File: src/design/vc_switch_pkg.sv
package vc_switch_pkg;

    // Word layout is {class, dest, payload}
    localparam int payload_width = 4;
    localparam int word_width = payload_width + 2;

    localparam int class_bit = word_width - 1;  // 0 selects VC0, 1 selects VC1
    localparam int dest_bit = word_width - 2;   // 0 selects D0, 1 selects D1

    localparam int threshold_width = 4;
    localparam int default_addr_width = 4;      // Depth of 16 words

endpackage

File: src/design/vc_fifo.sv
module vc_fifo #(
    parameter int addr_width = vc_switch_pkg::default_addr_width
) (
    input  logic                                     clk,
    input  logic                                     reset,
    input  logic                                     init,
    input  logic                                     push,
    input  logic                                     pop,
    input  logic [vc_switch_pkg::word_width-1:0]      data_in,
    input  logic [vc_switch_pkg::threshold_width-1:0] threshold,
    output logic [vc_switch_pkg::word_width-1:0]      data_out,
    output logic                                     full,
    output logic                                     empty,
    output logic                                     almost_full,
    output logic                                     almost_empty,
    output logic                                     error
);
    import vc_switch_pkg::*;

    localparam int depth = 1 << addr_width;

    logic [word_width-1:0] mem [depth];
    logic [addr_width-1:0] wr_ptr;
    logic [addr_width-1:0] rd_ptr;
    logic [addr_width:0]   count;  // One bit wider to hold a full count
    logic                  push_ok;
    logic                  pop_ok;

    assign push_ok = init && push && !full;
    assign pop_ok = init && pop && !empty;

    assign full = (int'(count) == depth);
    assign empty = (count == '0);
    assign almost_full = (int'(count) >= depth - int'(threshold));
    assign almost_empty = (int'(count) <= int'(threshold));

    always_ff @(posedge clk) begin
        if (push_ok) begin
            mem[wr_ptr] <= data_in;
        end
    end

    always_ff @(posedge clk) begin
        if (!reset) begin
            wr_ptr <= '0;
            rd_ptr <= '0;
            count <= '0;
        end else begin
            if (push_ok) begin
                wr_ptr <= wr_ptr + 1'b1;  // Wraps at the power of two depth
            end
            if (pop_ok) begin
                rd_ptr <= rd_ptr + 1'b1;
            end
            case ({push_ok, pop_ok})
                2'b10: count <= count + 1'b1;
                2'b01: count <= count - 1'b1;
                default: count <= count;
            endcase
        end
    end

    // Read data is registered and returns to zero after each pop
    always_ff @(posedge clk) begin
        if (!reset) begin
            data_out <= '0;
        end else if (init) begin
            data_out <= pop_ok ? mem[rd_ptr] : '0;
        end
    end

    always_ff @(posedge clk) begin
        if (!reset) begin
            error <= 1'b0;
        end else if (init && ((push && full) || (pop && empty))) begin
            error <= 1'b1;  // Sticky until the next reset
        end
    end

    count_in_range: assert property (
        @(posedge clk) disable iff (!reset)
        int'(count) <= depth
    ) else $error("vc_fifo count exceeds depth");

    data_out_idle_zero: assert property (
        @(posedge clk) disable iff (!reset)
        init && !pop |=> data_out == '0
    ) else $error("vc_fifo data_out not zero after a cycle without pop");

endmodule

File: src/design/vc_ingress.sv
module vc_ingress (
    input  logic                                clk,
    input  logic                                reset,
    input  logic                                init,
    input  logic                                main_empty,
    input  logic                                vc0_almost_full,
    input  logic                                vc1_almost_full,
    input  logic [vc_switch_pkg::word_width-1:0] main_data,
    output logic                                main_pop,
    output logic                                vc0_push,
    output logic                                vc1_push,
    output logic [vc_switch_pkg::word_width-1:0] vc_data
);
    import vc_switch_pkg::*;

    logic in_flight;  // main_data carries a word this cycle
    logic to_vc1;

    // The class is unknown before the read, so both VCs must have room
    assign main_pop = init && !main_empty && !vc0_almost_full && !vc1_almost_full;

    always_ff @(posedge clk) begin
        if (!reset) begin
            in_flight <= 1'b0;
        end else if (init) begin
            in_flight <= main_pop;
        end
    end

    assign to_vc1 = main_data[class_bit];

    assign vc0_push = init && in_flight && !to_vc1;
    assign vc1_push = init && in_flight && to_vc1;
    assign vc_data = main_data;  // Both VC FIFOs see the word, one push strobes

    vc_push_exclusive: assert property (
        @(posedge clk) disable iff (!reset)
        !(vc0_push && vc1_push)
    ) else $error("vc_ingress pushed VC0 and VC1 together");

endmodule

File: src/design/vc_arbiter.sv
module vc_arbiter (
    input  logic                                clk,
    input  logic                                reset,
    input  logic                                init,
    input  logic                                vc0_empty,
    input  logic                                vc1_empty,
    input  logic                                d0_almost_full,
    input  logic                                d1_almost_full,
    input  logic [vc_switch_pkg::word_width-1:0] vc0_data,
    input  logic [vc_switch_pkg::word_width-1:0] vc1_data,
    output logic                                vc0_pop,
    output logic                                vc1_pop,
    output logic                                d0_push,
    output logic                                d1_push,
    output logic [vc_switch_pkg::word_width-1:0] dest_data
);
    import vc_switch_pkg::*;

    logic                  dest_ready;
    logic                  granted_vc0;
    logic                  granted_vc1;
    logic                  word_valid;
    logic [word_width-1:0] word;

    // Destination is unknown before the read, so both D FIFOs must have room
    assign dest_ready = !d0_almost_full && !d1_almost_full;

    // VC0 has strict priority
    assign vc0_pop = init && dest_ready && !vc0_empty;
    assign vc1_pop = init && dest_ready && vc0_empty && !vc1_empty;

    always_ff @(posedge clk) begin
        if (!reset) begin
            granted_vc0 <= 1'b0;
            granted_vc1 <= 1'b0;
        end else if (init) begin
            granted_vc0 <= vc0_pop;
            granted_vc1 <= vc1_pop;
        end
    end

    assign word_valid = granted_vc0 || granted_vc1;
    assign word = granted_vc0 ? vc0_data : vc1_data;

    assign d0_push = init && word_valid && !word[dest_bit];
    assign d1_push = init && word_valid && word[dest_bit];
    assign dest_data = word;

    vc_pop_onehot: assert property (
        @(posedge clk) disable iff (!reset)
        $onehot0({vc0_pop, vc1_pop})
    ) else $error("vc_arbiter popped VC0 and VC1 together");

endmodule

File: src/design/vc_switch_top.sv
module vc_switch_top #(
    parameter int main_addr_width = vc_switch_pkg::default_addr_width,
    parameter int vc_addr_width = vc_switch_pkg::default_addr_width,
    parameter int dest_addr_width = vc_switch_pkg::default_addr_width
) (
    input  logic                                     clk,
    input  logic                                     reset,
    input  logic                                     init,
    input  logic                                     push,
    input  logic [vc_switch_pkg::word_width-1:0]      data_in,
    input  logic [vc_switch_pkg::threshold_width-1:0] main_threshold,
    input  logic [vc_switch_pkg::threshold_width-1:0] vc_threshold,
    input  logic [vc_switch_pkg::threshold_width-1:0] dest_threshold,
    input  logic                                     d0_pop,
    input  logic                                     d1_pop,
    output logic                                     main_full,
    output logic                                     main_almost_full,
    output logic                                     d0_empty,
    output logic                                     d1_empty,
    output logic [vc_switch_pkg::word_width-1:0]      d0_data,
    output logic [vc_switch_pkg::word_width-1:0]      d1_data,
    output logic                                     error
);
    import vc_switch_pkg::*;

    logic [word_width-1:0] main_data;
    logic [word_width-1:0] vc_data;
    logic [word_width-1:0] vc0_data;
    logic [word_width-1:0] vc1_data;
    logic [word_width-1:0] dest_data;
    logic                  main_empty;
    logic                  main_pop;
    logic                  vc0_push;
    logic                  vc1_push;
    logic                  vc0_pop;
    logic                  vc1_pop;
    logic                  vc0_empty;
    logic                  vc1_empty;
    logic                  vc0_almost_full;
    logic                  vc1_almost_full;
    logic                  d0_push;
    logic                  d1_push;
    logic                  d0_almost_full;
    logic                  d1_almost_full;
    logic                  main_error;
    logic                  vc0_error;
    logic                  vc1_error;
    logic                  d0_error;
    logic                  d1_error;

    assign error = main_error | vc0_error | vc1_error | d0_error | d1_error;

    vc_fifo #(.addr_width(main_addr_width)) u_main_fifo (
        .clk          (clk),
        .reset        (reset),
        .init         (init),
        .push         (push),
        .pop          (main_pop),
        .data_in      (data_in),
        .threshold    (main_threshold),
        .data_out     (main_data),
        .full         (main_full),
        .empty        (main_empty),
        .almost_full  (main_almost_full),
        .almost_empty (),
        .error        (main_error)
    );

    vc_ingress u_ingress (
        .clk             (clk),
        .reset           (reset),
        .init            (init),
        .main_empty      (main_empty),
        .vc0_almost_full (vc0_almost_full),
        .vc1_almost_full (vc1_almost_full),
        .main_data       (main_data),
        .main_pop        (main_pop),
        .vc0_push        (vc0_push),
        .vc1_push        (vc1_push),
        .vc_data         (vc_data)
    );

    vc_fifo #(.addr_width(vc_addr_width)) u_vc0_fifo (
        .clk          (clk),
        .reset        (reset),
        .init         (init),
        .push         (vc0_push),
        .pop          (vc0_pop),
        .data_in      (vc_data),
        .threshold    (vc_threshold),
        .data_out     (vc0_data),
        .full         (),
        .empty        (vc0_empty),
        .almost_full  (vc0_almost_full),
        .almost_empty (),
        .error        (vc0_error)
    );

    vc_fifo #(.addr_width(vc_addr_width)) u_vc1_fifo (
        .clk          (clk),
        .reset        (reset),
        .init         (init),
        .push         (vc1_push),
        .pop          (vc1_pop),
        .data_in      (vc_data),
        .threshold    (vc_threshold),
        .data_out     (vc1_data),
        .full         (),
        .empty        (vc1_empty),
        .almost_full  (vc1_almost_full),
        .almost_empty (),
        .error        (vc1_error)
    );

    vc_arbiter u_arbiter (
        .clk            (clk),
        .reset          (reset),
        .init           (init),
        .vc0_empty      (vc0_empty),
        .vc1_empty      (vc1_empty),
        .d0_almost_full (d0_almost_full),
        .d1_almost_full (d1_almost_full),
        .vc0_data       (vc0_data),
        .vc1_data       (vc1_data),
        .vc0_pop        (vc0_pop),
        .vc1_pop        (vc1_pop),
        .d0_push        (d0_push),
        .d1_push        (d1_push),
        .dest_data      (dest_data)
    );

    vc_fifo #(.addr_width(dest_addr_width)) u_d0_fifo (
        .clk          (clk),
        .reset        (reset),
        .init         (init),
        .push         (d0_push),
        .pop          (d0_pop),
        .data_in      (dest_data),
        .threshold    (dest_threshold),
        .data_out     (d0_data),
        .full         (),
        .empty        (d0_empty),
        .almost_full  (d0_almost_full),
        .almost_empty (),
        .error        (d0_error)
    );

    vc_fifo #(.addr_width(dest_addr_width)) u_d1_fifo (
        .clk          (clk),
        .reset        (reset),
        .init         (init),
        .push         (d1_push),
        .pop          (d1_pop),
        .data_in      (dest_data),
        .threshold    (dest_threshold),
        .data_out     (d1_data),
        .full         (),
        .empty        (d1_empty),
        .almost_full  (d1_almost_full),
        .almost_empty (),
        .error        (d1_error)
    );

endmodule

File: config.mk
export PLATFORM = sky130hd
export DESIGN_NAME = vc_switch_top
export DESIGN_NICKNAME = d
export VERILOG_FILES = /design/src/design/vc_switch_pkg.sv /design/src/design/vc_fifo.sv /design/src/design/vc_ingress.sv /design/src/design/vc_arbiter.sv /design/src/design/vc_switch_top.sv
export SDC_FILE = /design/constraint.sdc
export NUM_CORES = 1
export LEC_CHECK = 0
export ABC_AREA = 0
export BUFFER_PORTS_ARGS = -buffer_cell sky130_fd_sc_hd__buf_2
export CAP_MARGIN = 20
export CORE_AREA = 2 2 275 277
export DETAILED_ROUTE_END_ITERATION = 8
export DIE_AREA = 0 0 277 279
export PLACE_DENSITY = 0.59
export SLEW_MARGIN = 15
export SYNTH_ARGS = -nofsm -noshare
export SYNTH_HDL_FRONTEND = slang
export SYNTH_HIERARCHICAL = 1
export SYNTH_SLANG_ARGS = --single-unit
File: constraint.sdc
create_clock -name clk -period 9.1 [get_ports clk]
set_input_delay 2.275 -clock clk [delete_from_list [all_inputs] [get_ports clk]]
set_output_delay 2.275 -clock clk [all_outputs]
set_load 0.05 [all_outputs]
==> results of run 1 <==
## sequential cells by signal, indices dropped and copies added, names as in the netlist, 5 cells and up, named ones only
signal	flops
u_vc0_fifo/mem	96
u_d1_fifo/count	5
u_vc0_fifo/count	5
u_main_fifo/data_out	6
u_d1_fifo/data_out	6
u_d1_fifo/mem	96
u_main_fifo/count	5
u_vc1_fifo/mem	96
u_main_fifo/mem	96
u_vc1_fifo/count	5
u_d0_fifo/data_out	6
u_d0_fifo/count	5
u_vc1_fifo/data_out	6
u_vc0_fifo/data_out	6
u_d0_fifo/mem	96
## cell usage in the layout (no fill, tap or decap), types with 6 or more instances in the layout
cell,n
xnor2_1,30
clkinvlp_4,7
a21oi_2,10
nand2b_1,15
nand3_1,10
o21ai_0,25
xor2_1,25
buf_2,41
and3_1,6
mux4_1,40
a21oi_1,30
nand2_1,67
mux4_2,80
a221o_1,30
clkbuf_1,7
bufinv_16,9
mux2i_1,40
ha_1,75
nor2_1,108
clkinv_1,6
nand4_1,10
inv_1,65
clkbuf_16,63
or3b_1,6
nor3_1,26
mux2_2,31
clkinv_2,9
nor2b_1,37
nand3b_1,7
and2_1,60
edfxtp_1,480
buf_4,22
dfxtp_1,122
## tightest hold or removal path: cells and delay by family (launching register included)
kind	cells	cell delay, ps
and+or+nand+nor	1	70
DFF	1	310
AOI/OAI and AO/OA	1	60
## layout make-up
cell class | count | share of cell area, %
diodes | 2 | 0.01735
clock buffers | 72 | 5.652
clock inverters | 44 | 1.882
inverters | 65 | 0.8458
multi-input cells | 801 | 27.25
flip-flops and latches | 603 | 58.51
well taps | 969 | 4.203
repair buffers | 68 | 1.640
## stage by stage
stage	hold slack, ps	total power, W	worst slack (ps)	instance area [um2]
after floorplan	448.3	0.003067	2985	25480
after global placement	461.6	0.003099	2873	26550
after detailed placement	467.0	0.003101	2823	26630
after CTS	478.9	0.005770	3120	28800
after global routing	506.5	0.005892	2970	28840
final	480.1	0.005700	3143	28850
## how the worst min path moves through the flow
stage               slack [ps]                 endpoint                    start
finish                     480    u_arbiter/granted_vc1    u_arbiter/granted_vc1
global route               510  u_main_fifo/data_out[1]  u_main_fifo/data_out[1]
CTS                        480    u_arbiter/granted_vc1    u_arbiter/granted_vc1
detailed placement         470    u_arbiter/granted_vc1    u_arbiter/granted_vc1
global placement           460   u_vc1_fifo/data_out[5]   u_vc1_fifo/data_out[5]
floorplan                  450   u_vc1_fifo/data_out[0]   u_vc1_fifo/data_out[0]
## power by group through the flow
| stage | Combinational, W | Clock (W) | Sequential, W |
|---|---|---|---|
| 6_report | 0.0000889 | 0.00266 | 0.00295 |
| 5_1_grt | 0.000101 | 0.00284 | 0.00295 |
| 4_1_cts | 0.0000902 | 0.00273 | 0.00295 |
| 3_5_place_dp | 0.0000895 | 0 | 0.00301 |
| 3_3_place_gp | 0.0000873 | 0 | 0.00301 |
| 2_1_floorplan | 0.0000566 | 0 | 0.00301 |
## per-layer routing
layer	GRT usage, %	up-vias
met5	0	-
met4	3.581	2
met3	2.293	77
met2	22.37	184
met1	17.07	6499
li1	-	5989
==> summary.txt, run 1 <==
Worst setup path
  • CP Launch Point: main_threshold[0]
  • Worst Setup EP: main_almost_full
  • Reg2Reg Depth: 18
  • Crit path kind: input port to primary output
  • Worst-path fanout max: 3
  • CP Depth: 9
  • Crit-path leading delay family: adder cells
  • CP Launch Type: input port
  • R2R setup slack: 4770 ps
  • CP cell instances: buf_2 -> inv_1 -> ha_1 -> xor2_1 -> ha_1 -> nor2b_1 -> o21ai_0 -> a21oi_1 -> buf_2
  • Required @ worst endpoint: 6830 ps
  • R2r endpoint: u_vc0_fifo/count[4]
  • Reg-to-reg startpoint: u_d0_fifo/count[0]
  • Crit end category: primary output
  • Crit path DAT: around 3700 ps
  • CP max stage cell: buf_2
  • Critical path buffers and inverters: 3
  • Crit-path max cell delay: 280 ps

Logic synthesis
  • Syn Std Cell Area: 25480 um2
  • Mapped Cells: 1541
  • YS warnings: 6
  • Syn nets: 1645
  • Syn avg cell area: 16.54 um2

GRT
  • Grt ovf: 0
  • Initial antenna violation count: 2
  • GRT Overall Usage: 13.05%
  • First-pass GRT wire length: 77740 um
  • Largest net degree at the start of global routing: 67
  • Vias in the first global route: ~13000

Timing
  • Clk_skew: 31.20 ps
  • Fin. max-slew vios: 0
  • Fin crit share: 65.46%
  • Max Fclk: around 170 MHz
  • RSZ-0062 raised after global routing: false
  • Hold Fails Final Rpt: 0
  • Fin crit period: 5957 ps
  • Pin slew with the least headroom to its limit: 1099 ps
  • Worst rel slew slack: about a quarter
  • Setup TNS: 0 ps
  • Final setup fails: 0

Finish
  • Nets: roughly 1700
  • Fill cells: 6770
  • Layout cells sized above 1: 18.33%
  • Area Growth Syn to Fin: 13.20%
  • Area occupied by multi-input gates: 7861 um2
  • Final std cells w/o fill: 2624
  • Reg area: 16880 um2
  • Post-layout util: 38.94%

Detailed routing
  • Routed wl met2: 24770 um
  • DR WL/cell: 19.13 um
  • Vias per cell: roughly 4.9
  • DRC viols: 0
  • Met1 Wirelength: 22690 um
  • Via count: approximately 13000
  • DR WL met3: 1796 um
  • First-pass iteration count of the detailed router: 5
  • Routed wire length: 50200 um
  • Starting DRC count in detailed routing: 782
  • Max layer used: met5
  • Antenna-violating nets left: 0

Pwr
  • Gate power share: 1.6%
  • Int Power: between 0.004 and 0.005 W
  • Leakage: 9.998 nW
  • Sw Share: roughly 20%
  • Clk pwr share: 46.6%
  • VDD IR-drop max: around 0.00015 V
  • Seq pwr share: 51.8%
  • Reported net switching power: 0.001165 W
  • PwrDens: about 200 nW/um2

Clock network
  • TritonCTS clock tree: built
  • Root buf cell: clkbuf_16
  • Post-CTS Setup Inserts: 0
  • Clock-pin slew on the worst setup and hold paths: 60 ps
  • H-Tree Depth: 2
  • Insertion delay to the later sink of the worst-skew pair: between 600 and 700 ps
  • Sink Count: 603
  • Max clock buf depth: 3
  • PostCTS Resize Cnt: 0
  • Hold Buf Count CTS: 0
  • Cts bufs inserted: 61

Place
  • Placed insts: 2503
  • GP Congestion: ~0.76
  • Post-DP HPWL: 32130 um
  • Port bufs: 40

Min path
  • Min-Delay Path Class: register to register
  • Hold depth: 2

Die
  • Die area: roughly 77000 um2
  • Die Ht: approximately 280 um
  • Core ar.: 74070 um2
  • Initial Util: 34.40%
  • IO Count: roughly 40
  • Site row count: 100
  • Chip Width: around 280 um

Status
  • Status: finished clean

Run
  • Max_cap viols: 0
Note: power is estimated with default switching activity, not from simulation.
==> run 2: changes to the inputs <==
--- a/config.mk
+++ b/config.mk
@@ -5,12 +5,12 @@
 export SDC_FILE = /design/constraint.sdc
 export NUM_CORES = 1
 export LEC_CHECK = 0
-export ABC_AREA = 0
+export ABC_AREA = 1
 export BUFFER_PORTS_ARGS = -buffer_cell sky130_fd_sc_hd__buf_2
 export CAP_MARGIN = 20
-export CORE_AREA = 2 2 275 277
+export CORE_AREA = 2 2 285 287
 export DETAILED_ROUTE_END_ITERATION = 8
-export DIE_AREA = 0 0 277 279
+export DIE_AREA = 0 0 287 289
 export PLACE_DENSITY = 0.59
 export SLEW_MARGIN = 15
 export SYNTH_ARGS = -nofsm -noshare
==> constraint.sdc (replaced) <==
create_clock -name clk -period 5.8 [get_ports clk]
set_input_delay 1.45 -clock clk [delete_from_list [all_inputs] [get_ports clk]]
set_output_delay 1.45 -clock clk [all_outputs]
set_load 0.05 [all_outputs]
==> run 2 against run 1 <==
Effect of this change:
- sequential cell count stayed put
- utilization is 0.21 points lower
- cell count is 56% higher
- setup slack worse by 1800 ps
- hold slack worse by 18 ps
- critical path depth is 17 higher
- sequential power is 60% higher
- non-clock buffer count is 11 lower
- combinational power grew to 7.1 times the previous value
- critical path type is now input port to register
- critical endpoint is now u_vc0_fifo/count[4]
- largest power group unchanged
==> summary.txt, run 2 <==
Status
  • Status: finished clean

GRT
  • First-pass GRT wire length: 97780 um
  • Vias in the first global route: roughly 18000
  • GRT Overall Usage: between 10% and 20%
  • Largest net degree at the start of global routing: 50
  • Grt ovf: 0
  • Initial antenna violation count: 1

Worst setup path
  • Crit path DAT: just under 5000 ps
  • Critical path buffers and inverters: 7
  • Crit end category: register
  • CP Launch Type: input port
  • Crit path kind: input port to register
  • CP max stage cell: fa_1
  • Crit-path leading delay family: adder cells
  • Required @ worst endpoint: between 6000 and 7000 ps
  • Worst-path fanout max: 9
  • Crit-path max cell delay: ~400 ps

Clock network
  • TritonCTS clock tree: built
  • H-Tree Depth: 3
  • Insertion delay to the later sink of the worst-skew pair: 620 ps
  • Cts bufs inserted: a little under 70
  • Max clock buf depth: 3
  • Hold Buf Count CTS: 0
  • Root buf cell: clkbuf_16
  • Sink Count: around 600
  • Clock-pin slew on the worst setup and hold paths: roughly 60 ps
  • Post-CTS Setup Inserts: 0
  • PostCTS Resize Cnt: 0

Die
  • Die Ht: slightly below 300 um
  • Chip Width: 287 um
  • Die area: 82940 um2
  • Site row count: 104
  • Initial Util: 34.39%
  • Core ar.: approximately 80000 um2
  • IO Count: 41

Finish
  • Nets: 3075
  • Area Growth Syn to Fin: 12.62%
  • Final std cells w/o fill: about 4100
  • Ant diodes: 0
  • Commonest non-fill, non-tap cell in the layout: nand2_1
  • Commonest non-fill, non-tap cells in the layout: nand2_1 (864), inv_1 (542), edfxtp_1 (480), nand3_1 (368), nor2_1 (143)
  • Layout cells sized above 1: 6.178%

Detailed routing
  • DR WL/cell: 15.18 um
  • Via count: 18700
  • Routed wire length: 62040 um
  • Antenna-violating nets left: 0
  • Vias per cell: about 4.6
  • DRC viols: 0
  • First-pass iteration count of the detailed router: 5
  • Starting DRC count in detailed routing: 1366

Timing
  • Pin slew with the least headroom to its limit: just under 1000 ps
  • Final setup fails: 0
  • Setup TNS: 0 ps
  • Fin crit share: between 70% and 80%
  • Fin. max-slew vios: 0
  • Final worst slack: 1367 ps
  • Clk_skew: about 38 ps
  • RSZ-0062 raised after global routing: false
  • Max Fclk: 225.6 MHz
  • Worst rel slew slack: 35.67%
  • Hold Fails Final Rpt: 0
  • Fin crit period: 4433 ps

Logic synthesis
  • Syn Std Cell Area: ~27000 um2
  • Syn avg cell area: 9.344 um2
  • Mapped Cells: 2941
  • Syn nets: 3045
  • YS warnings: 6

Place
  • Port bufs: 40
  • GP Congestion: 0.8347
  • Placed insts: 3960
  • Place WS: 721.6 ps
  • Post-DP HPWL: around 39000 um

Pwr
  • Int Power: 0.007468 W
  • Leakage: 13.27 nW
  • Sw Share: 23.19%
  • Reported net switching power: between 0.002 and 0.0025 W
  • Seq pwr share: 48.6%
  • VDD IR-drop max: 0.0001899 V
  • Gate power share: 6.5%
  • Clk pwr share: 44.9%
  • PwrDens: 314.2 nW/um2

Run
  • Max_cap viols: 0

Min path
  • Min-Delay Path Class: register to register
-- run 2: cell type report --
type	instances	area [um2]
clock buffer	99	1972
multi-input combinational	1679	7994
sequential	603	16880
timing repair buffer	57	335.3
tap	1060	1326
fill	7948	48950
inverter	562	2110
clock inverter	27	334.1
-- run 2: worst paths after layout --
kind	start	end	slack (ps)	cells past startpoint
worst max-delay path	dest_threshold[0]	u_vc0_fifo/count[4]	1370	26
worst min-delay path	u_d0_fifo/data_out[1]	u_d0_fifo/data_out[1]	460	2
worst max register to register	u_d1_fifo/count[0]	u_vc0_fifo/count[4]	1990	23
worst min register to register	u_d0_fifo/data_out[1]	u_d0_fifo/data_out[1]	460	2
-- run 2: power by group through the flow --
stage	Clock [W]	Sequential (W)	Combinational, W
after CTS	0.00448	0.00472	0.000641
after floorplan	0	0.00479	0.000461
after detailed placement	0	0.00481	0.000638
after global routing	0.00465	0.00473	0.000718
final	0.00437	0.00472	0.000634
after global placement	0	0.00481	0.000631
-- run 2: worst min-delay path: stages (launching register included) --
cell and delay (ps):
dfxtp_1 310, nand2_1 60, a21oi_1 50
-- run 2: metal layers --
metal	vias to the layer above	track usage, %	wire length, um
met5	-	0	0
met4	0	5.417	1466
met3	92	2.087	2868
met2	376	23.30	27940
met1	8777	21.19	29760
li1	9455	-	-
-- run 2: metrics by stage --
step                hold slack, ps  instance area [um2]  utilization (%)  total power (W)
floorplan                    433.6                27480                -         0.005255
global placement             451.4                28630            35.83         0.005444
detailed placement           453.6                28630            35.83         0.005452
CTS                          463.1                30930            38.72         0.009843
global route                 482.2                30950            38.73          0.01009
finish                       461.9                30950            38.73         0.009723
